File: config.mk
export PLATFORM = sky130hd
export DESIGN_NAME = router_port
export DESIGN_NICKNAME = d
export VERILOG_FILES = /design/src/flit_pkg.sv /design/src/chan_rx.sv /design/src/chan_tx.sv /design/src/pkt_buffer.sv /design/src/route_ctrl.sv /design/src/router_port.sv
export SDC_FILE = /design/constraint.sdc
export NUM_CORES = 1
export LEC_CHECK = 0
export BUFFER_PORTS_ARGS = -buffer_cell sky130_fd_sc_hd__buf_2
export CAP_MARGIN = 30
export CELL_PAD_IN_SITES_DETAIL_PLACEMENT = 1
export CELL_PAD_IN_SITES_GLOBAL_PLACEMENT = 1
export CORE_ASPECT_RATIO = 1.5
export CORE_MARGIN = 2
export CORE_UTILIZATION = 50
export DETAILED_ROUTE_END_ITERATION = 6
export GPL_ROUTABILITY_DRIVEN = 0
export HOLD_SLACK_MARGIN = 0.08
export PLACE_DENSITY_LB_ADDON = 0.1
export SLEW_MARGIN = 15
export SYNTH_ARGS = -nofsm -noshare
export SYNTH_HDL_FRONTEND = slang
export SYNTH_SLANG_ARGS = --single-unit
File: constraint.sdc
create_clock -name clk -period 5.26 [get_ports clk]
set_input_delay 0 -clock clk [delete_from_list [all_inputs] [get_ports clk]]
set_output_delay 0 -clock clk [all_outputs]
set_load 0.1 [all_outputs]
File: src/flit_pkg.sv
package flit_pkg;

	// flit and packet sizes, fixed by the channel protocol
	localparam int FLIT_W    = 16;
	localparam int PKT_FLITS = 8;
	localparam int ADDR_W    = 3;
	localparam int NODE_W    = 4;

	// address of the flit that closes a packet
	localparam logic [ADDR_W-1:0] LAST_FLIT = 3'd7;

	// this router's place in the mesh
	localparam logic [NODE_W-1:0] NODE_ADDR = 4'h5;

	// output port indices, also the buffer read select
	localparam logic PORT_WEST = 1'b0;
	localparam logic PORT_EAST = 1'b1;

	// route_ctrl state codes
	localparam logic [1:0] RC_IDLE      = 2'd0;
	localparam logic [1:0] RC_REQUEST   = 2'd1;
	localparam logic [1:0] RC_WAIT_DONE = 2'd2;
	localparam logic [1:0] RC_RELEASE   = 2'd3;

	// chan_tx state codes
	localparam logic TX_IDLE    = 1'b0;
	localparam logic TX_SENDING = 1'b1;

	// flit 0 carries routing info, flits 1..7 are plain payload
	typedef union packed {
		struct packed {
			logic [NODE_W-1:0] dest;
			logic [NODE_W-1:0] src;
			logic [7:0]        seq;
		} head;
		struct packed {
			logic [FLIT_W-1:0] payload;
		} body;
	} flit_t;

endpackage

File: src/chan_rx.sv
`timescale 1ns/100ps

module chan_rx (
	input  logic                         clk,
	input  logic                         reset,
	input  logic                         in_req,
	input  flit_pkg::flit_t              in_flit,
	input  logic                         pkt_free,
	output logic                         in_ack,
	output logic                         wr_en,
	output logic [flit_pkg::ADDR_W-1:0]  wr_addr,
	output flit_pkg::flit_t              wr_flit,
	output logic                         pkt_full
);

	logic [flit_pkg::ADDR_W-1:0] cnt;
	logic                        req_q;
	logic                        pending;
	logic                        accept;

	// req_q holds the last accepted in_req level
	assign pending = in_req ^ req_q;

	// back-pressure: a pending flit waits while the slot is occupied
	assign accept = pending & ~pkt_full;

	// write straight from the channel, the neighbour holds in_flit stable
	assign wr_en   = accept;
	assign wr_addr = cnt;
	assign wr_flit = in_flit;

	always_ff @(posedge clk or posedge reset) begin
		if (reset) begin
			req_q    <= 1'b0;
			in_ack   <= 1'b0;
			cnt      <= '0;
			pkt_full <= 1'b0;
		end else begin
			if (accept) begin
				req_q  <= in_req;
				in_ack <= ~in_ack;
				// counter wraps back to 0 after flit 7
				cnt    <= cnt + flit_pkg::ADDR_W'(1);
				if (cnt == flit_pkg::LAST_FLIT) begin
					pkt_full <= 1'b1;
				end
			end else if (pkt_free) begin
				// packet has left through a transmitter
				pkt_full <= 1'b0;
			end
		end
	end

endmodule

File: src/chan_tx.sv
`timescale 1ns/100ps

module chan_tx (
	input  logic                         clk,
	input  logic                         reset,
	input  logic                         sw_req,
	input  flit_pkg::flit_t              buf_data,
	input  logic                         ch_ack,
	output logic                         sw_gnt,
	output logic [flit_pkg::ADDR_W-1:0]  buf_addr,
	output logic                         ch_req,
	output flit_pkg::flit_t              ch_flit
);

	logic                        state;
	logic [flit_pkg::ADDR_W-1:0] cnt;
	logic                        ack_q;
	logic                        ack_seen;
	logic                        start;
	logic                        advance;
	logic                        finish;

	// two-phase: any change of ch_ack accepts the flit on the channel
	assign ack_seen = ch_ack ^ ack_q;

	assign start = (state == flit_pkg::TX_IDLE) && sw_req;

	// cnt is the next word to fetch, it wraps to 0 once flit 7 is loaded
	assign advance = (state == flit_pkg::TX_SENDING) && ack_seen && (cnt != '0);
	assign finish  = (state == flit_pkg::TX_SENDING) && ack_seen && (cnt == '0);

	assign buf_addr = cnt;

	always_ff @(posedge clk or posedge reset) begin
		if (reset) begin
			state  <= flit_pkg::TX_IDLE;
			cnt    <= '0;
			ack_q  <= 1'b0;
			ch_req <= 1'b0;
			sw_gnt <= 1'b0;
		end else begin
			ack_q <= ch_ack;
			if (start) begin
				// grant and first flit leave on the same edge
				state  <= flit_pkg::TX_SENDING;
				sw_gnt <= 1'b1;
				ch_req <= ~ch_req;
				cnt    <= cnt + flit_pkg::ADDR_W'(1);
			end else if (advance) begin
				ch_req <= ~ch_req;
				cnt    <= cnt + flit_pkg::ADDR_W'(1);
			end else if (finish) begin
				// eighth ack seen, end of transfer for route_ctrl
				state  <= flit_pkg::TX_IDLE;
				sw_gnt <= 1'b0;
			end
		end
	end

	// flit register, loaded together with each req toggle
	always_ff @(posedge clk) begin
		if (start || advance) begin
			ch_flit <= buf_data;
		end
	end

endmodule

File: src/pkt_buffer.sv
`timescale 1ns/100ps

module pkt_buffer (
	input  logic                         clk,
	input  logic                         reset,
	input  logic                         wr_en,
	input  logic [flit_pkg::ADDR_W-1:0]  wr_addr,
	input  flit_pkg::flit_t              wr_flit,
	input  logic                         out_sel,
	input  logic [flit_pkg::ADDR_W-1:0]  west_addr,
	input  logic [flit_pkg::ADDR_W-1:0]  east_addr,
	output flit_pkg::flit_t              rd_flit,
	output flit_pkg::flit_t              head_flit
);

	flit_pkg::flit_t             mem [flit_pkg::PKT_FLITS];
	logic [flit_pkg::ADDR_W-1:0] rd_addr;

	// only the granted transmitter gets the read port
	assign rd_addr = (out_sel == flit_pkg::PORT_EAST) ? east_addr : west_addr;

	// asynchronous read, the transmitter samples it on its load edge
	assign rd_flit = mem[rd_addr];

	// word 0 is the head flit, seen by the router logic
	assign head_flit = mem[0];

	// cleared on reset so the head view never decodes garbage
	always_ff @(posedge clk or posedge reset) begin
		if (reset) begin
			for (int i = 0; i < flit_pkg::PKT_FLITS; i++) begin
				mem[i] <= '0;
			end
		end else if (wr_en) begin
			mem[wr_addr] <= wr_flit;
		end
	end

endmodule

File: src/route_ctrl.sv
`timescale 1ns/100ps

module route_ctrl (
	input  logic            clk,
	input  logic            reset,
	input  logic            pkt_full,
	input  flit_pkg::flit_t head_flit,
	input  logic            west_gnt,
	input  logic            east_gnt,
	output logic            west_sw_req,
	output logic            east_sw_req,
	output logic            out_sel,
	output logic            pkt_free
);

	logic [1:0] state;
	logic       go_east;
	logic       sel_gnt;
	logic       both_idle;

	// XY style rule along one axis: higher node ids sit to the east
	assign go_east = (head_flit.head.dest > flit_pkg::NODE_ADDR);

	// grant of the transmitter we are talking to
	assign sel_gnt = (out_sel == flit_pkg::PORT_EAST) ? east_gnt : west_gnt;

	// four-phase rule, no new request until the old grant is gone
	assign both_idle = ~west_gnt & ~east_gnt;

	always_ff @(posedge clk or posedge reset) begin
		if (reset) begin
			state       <= flit_pkg::RC_IDLE;
			out_sel     <= flit_pkg::PORT_WEST;
			west_sw_req <= 1'b0;
			east_sw_req <= 1'b0;
			pkt_free    <= 1'b0;
		end else begin
			case (state)
				flit_pkg::RC_IDLE: begin
					if (pkt_full && both_idle) begin
						// out_sel stays fixed for the whole transfer
						if (go_east) begin
							out_sel     <= flit_pkg::PORT_EAST;
							east_sw_req <= 1'b1;
						end else begin
							out_sel     <= flit_pkg::PORT_WEST;
							west_sw_req <= 1'b1;
						end
						state <= flit_pkg::RC_REQUEST;
					end
				end
				flit_pkg::RC_REQUEST: begin
					// transmitter took the packet, withdraw the request
					if (sel_gnt) begin
						west_sw_req <= 1'b0;
						east_sw_req <= 1'b0;
						state       <= flit_pkg::RC_WAIT_DONE;
					end
				end
				flit_pkg::RC_WAIT_DONE: begin
					// grant falls after the eighth output ack
					if (!sel_gnt) begin
						pkt_free <= 1'b1;
						state    <= flit_pkg::RC_RELEASE;
					end
				end
				flit_pkg::RC_RELEASE: begin
					// one-cycle pulse, chan_rx drops pkt_full on this edge
					pkt_free <= 1'b0;
					state    <= flit_pkg::RC_IDLE;
				end
				default: begin
					state <= flit_pkg::RC_IDLE;
				end
			endcase
		end
	end

endmodule

File: src/router_port.sv
`timescale 1ns/100ps

module router_port (
	input  logic            clk,
	input  logic            reset,
	input  logic            in_req,
	input  flit_pkg::flit_t in_flit,
	input  logic            west_ack,
	input  logic            east_ack,
	output logic            in_ack,
	output logic            west_req,
	output flit_pkg::flit_t west_flit,
	output logic            east_req,
	output flit_pkg::flit_t east_flit
);

	// buffer write side
	logic                        wr_en;
	logic [flit_pkg::ADDR_W-1:0] wr_addr;
	flit_pkg::flit_t             wr_flit;

	// buffer read side
	logic [flit_pkg::ADDR_W-1:0] west_addr;
	logic [flit_pkg::ADDR_W-1:0] east_addr;
	flit_pkg::flit_t             rd_flit;
	flit_pkg::flit_t             head_flit;
	logic                        out_sel;

	// control
	logic pkt_full;
	logic pkt_free;
	logic west_sw_req;
	logic east_sw_req;
	logic west_gnt;
	logic east_gnt;

	chan_rx rx_i (
		.clk      (clk),
		.reset    (reset),
		.in_req   (in_req),
		.in_flit  (in_flit),
		.pkt_free (pkt_free),
		.in_ack   (in_ack),
		.wr_en    (wr_en),
		.wr_addr  (wr_addr),
		.wr_flit  (wr_flit),
		.pkt_full (pkt_full)
	);

	pkt_buffer buf_i (
		.clk       (clk),
		.reset     (reset),
		.wr_en     (wr_en),
		.wr_addr   (wr_addr),
		.wr_flit   (wr_flit),
		.out_sel   (out_sel),
		.west_addr (west_addr),
		.east_addr (east_addr),
		.rd_flit   (rd_flit),
		.head_flit (head_flit)
	);

	route_ctrl ctrl_i (
		.clk         (clk),
		.reset       (reset),
		.pkt_full    (pkt_full),
		.head_flit   (head_flit),
		.west_gnt    (west_gnt),
		.east_gnt    (east_gnt),
		.west_sw_req (west_sw_req),
		.east_sw_req (east_sw_req),
		.out_sel     (out_sel),
		.pkt_free    (pkt_free)
	);

	// both see rd_flit, only the requested one is ever granted
	chan_tx west_tx (
		.clk      (clk),
		.reset    (reset),
		.sw_req   (west_sw_req),
		.buf_data (rd_flit),
		.ch_ack   (west_ack),
		.sw_gnt   (west_gnt),
		.buf_addr (west_addr),
		.ch_req   (west_req),
		.ch_flit  (west_flit)
	);

	chan_tx east_tx (
		.clk      (clk),
		.reset    (reset),
		.sw_req   (east_sw_req),
		.buf_data (rd_flit),
		.ch_ack   (east_ack),
		.sw_gnt   (east_gnt),
		.buf_addr (east_addr),
		.ch_req   (east_req),
		.ch_flit  (east_flit)
	);

endmodule

==> results.md <==
* Status: complete, no violations
* Worst path max stage delay at slightly above 0.8 ns
* Dpl cells at ~760
* Die span in y at roughly 160 µm
* Hold path endpoint: east_tx.ack_q
* Critical path's most frequent cell: nand2_1
* Placement Rows at 57
* Pre-CTS setup slack at ~2.4 ns
* Total of warnings raised by yosys at 0
* HP Start: east_ack
* Final wirelength at approximately 18000 µm
* Post-CTS Setup Inserts at 0
* CP bufs+invs at 1
* Final hold viol count at 0
* Vias in the first global route at 5146
* Io pins at 56
* RR Startpoint: ctrl_i.out_sel
* CP top delay family: multiplexers
* Reg2reg end: west_tx.ch_flit[8]
* Final net count at about 630
* Root buffer cell: clkbuf_16
* Worst rel slew slack at 0.384
* MaxCap Viol Count at 0
* Top FF cell, synth: dfrtp_1
* H-tree depth at 4
* Non-Filler Instances at between 800 and 900
* R2R Setup Slk at 2.39 ns
* Worst skew pair latency at 0.43 ns
* RSZ-0062 raised after global routing: no
* Mapped Area at 8270 µm²
* CTS tree: done
* Cells after Synth at around 500
* Post-DRT Antenna Nets at 0
* Clock Skew at between 0.008 and 0.009 ns
* Hold Path Class: in -> reg
* Req. time, crit path at 5.45 ns
* Gr usage total at 0.223
* Antenna violations before repair at 0
* Finish-stage setup viols at 0
* Max-slew violations at 0
* Post-synthesis simple-gate area fraction at 0.0554
* DR vias at between 4000 and 5000
* XOR/XNOR Fraction of Synth Area at 0.0139
* FF+latch count, synth at approximately 180
* Nature of the critical path startpoint: register
* Drt first pass iters at 4
* Starting density of the core at 0.511
* Synthesized-area fraction occupied by adder cells at 0.0151
* First-pass GRT wire length at between 20000 and 30000 µm
* Slowest CP cell: mux2i_4
* Num CTS Buffers at 17
* Die X-Extent at around 110 µm
* Final worst slack at roughly 2.4 ns
* EDFF count, synth at 32
* CP Class: reg -> reg
* CP Max Fanout at 17
* Hold Crit Depth at 2
* Register area share after synthesis at 0.576
* Mux share of post-synthesis cell area at 0.288
* Ant. Diodes at 0
* Syn_nets at roughly 540
* CP cell instances: mux2i_4 > buf_4 > mux4_2 > nand2_1 > nand2_1
* Initial DRC count at 131
* DIE AREA at approximately 18000 µm²
* Critical path endpoint category: register
* Drc violations at 0
* Tmin final at roughly 2.9 ns
* Area growth, synth to finish at 14.7%
* Worst reg-to-reg path cell count at 5
* Post-synth cell types at 43
* Port Buf Inserts at between 50 and 60
* DR vias/cell at ~5.6
* Clock transition at path regs at ~0.070 ns
* Ys async rst share at 0.826
* Final setup TNS at 0 ns
* Core ar. at 16200 µm²
* Largest net degree at the start of global routing at 92
* Max Fclk at 0.348 GHz
* HPWL after DPL at 11200 µm
* # clock sinks at ~180
* Largest family of logic cells by synthesized area: multiplexers
* Grt total ovfl at 0
* Worst Setup SP: ctrl_i.out_sel
* Final core utilization at 0.586
* Clock Path Buffers at 2
* Least-Margin Pin Slew at around 0.90 ns
* Share of cells above drive strength 1 at 0.451
* Tcrit/Tclk final at 0.546
* Synth Area in Compound Gates at 0.0192
* Wirelength per Cell at between 20 and 25 µm
* Worst path arrival time at 3.06 ns
* Syn avg cell area at approximately 16 µm²
## area by class of cell
class,instances,area (µm²)
multi-input cells,292,3250
clock inverters,13,106
repair buffers,86,586
fillers,1498,6700
inverters,14,57.6
clock buffers,19,464
well taps,206,258
flip-flops and latches,184,4760
## per-stage QoR
step	hold slack, ns	cell area (µm²)
finish	0.237	9490
global route	0.237	9490
CTS	0.220	9470
detailed placement	0.134	8700
global placement	0.132	8680
floorplan	0.0314	8270
## routing by layer
layer	global-route usage	routed length, µm	share of wire
met5	0	0	0
met4	0.0606	169	0.0095
met3	0.0391	387	0.022
met2	0.387	9710	0.54
met1	0.286	7560	0.42
## synthesized netlist by cell type, types with 2 or more instances
| library cell | n | area (µm²) |
|---|---|---|
| a21oi_1 | 7 | 35.0 |
| inv_1 | 14 | 52.6 |
| ha_1 | 10 | 125 |
| xor2_1 | 4 | 35.0 |
| buf_12 | 2 | 40.0 |
| a41oi_1 | 2 | 17.5 |
| nor4b_4 | 2 | 47.6 |
| mux2i_1 | 3 | 30.0 |
| and4bb_1 | 2 | 25.0 |
| nand2b_1 | 4 | 25.0 |
| edfxtp_1 | 32 | 961 |
| nor2_1 | 7 | 26.3 |
| o21ai_0 | 7 | 35.0 |
| mux4_2 | 28 | 631 |
| buf_4 | 4 | 30.0 |
| a31oi_1 | 2 | 12.5 |
| mux2_2 | 108 | 1220 |
| xnor2_1 | 6 | 52.6 |
| buf_2 | 3 | 15.0 |
| nand2_1 | 47 | 176 |
| dfrtp_1 | 152 | 3800 |
| nand4b_4 | 2 | 47.6 |
| mux4_1 | 3 | 78.8 |
| buf_6 | 11 | 124 |
| mux2_4 | 27 | 405 |
| nor2b_1 | 5 | 31.3 |
## sequential cells by signal, summed over array words and instances (netlist names), 2 cells and up
register / cells
rx_i.wr_addr: 3
ctrl_i.state: 2
east_tx.ch_flit: 16
east_tx.buf_addr: 3
west_tx.ch_flit: 16
buf_i.head_flit: 16
west_tx.buf_addr: 3
buf_i.mem: 112
## what timing repair did
| item | in CTS | in global routing |
|---|---|---|
| hold endpoints to repair | 223 | 0 |
| hold buffers | 20 | 0 |
| resized for setup | 0 | 0 |
| setup endpoints to repair | 0 | 0 |
## how the worst max path moves through the flow
stage                               endpoint  slack [ns]  depth (start not counted)
after floorplan           buf_i.head_flit[0]        1.17                          1
after global placement    east_tx.ch_flit[9]        2.41                          5
after detailed placement  west_tx.ch_flit[8]        2.38                          5
after CTS                 west_tx.ch_flit[8]        2.37                          5
after global routing      west_tx.ch_flit[8]        2.25                          5
final                     west_tx.ch_flit[8]        2.39                          5
## cell usage in the layout, fill, tap and decap left out, types with 2 or more instances in the layout
| cell | n |
|---|---|
| nor2_1 | 7 |
| mux4_1 | 3 |
| a31oi_1 | 2 |
| inv_6 | 5 |
| and4bb_1 | 2 |
| dfrtp_1 | 152 |
| inv_4 | 3 |
| nand4b_4 | 2 |
| mux2_4 | 27 |
| nor4b_4 | 2 |
| nand2_1 | 47 |
| mux2_2 | 108 |
| clkbuf_16 | 18 |
| nand2b_1 | 4 |
| inv_1 | 13 |
| a41oi_1 | 2 |
| edfxtp_1 | 32 |
| xnor2_1 | 6 |
| nor2b_1 | 5 |
| o21ai_0 | 7 |
| ha_1 | 10 |
| mux4_2 | 28 |
| inv_8 | 2 |
| clkinv_4 | 2 |
| buf_4 | 9 |
| xor2_1 | 4 |
| mux2i_1 | 2 |
| mux2i_4 | 2 |
| a21oi_1 | 7 |
| dlygate4sd3_1 | 20 |
| buf_2 | 55 |
## logic make-up after synthesis
family / count (synthesis)
flip-flops: 184
multiplexers: 170
AND/OR/NAND/NOR: 75
buffers and inverters: 35
AO/OA/AOI/OAI: 26
XOR/XNOR: 11
adder cells (fa/ha/maj): 10
Power is not shown: default switching activity piles up to over one toggle a cycle in this logic, so the estimate is an artifact.
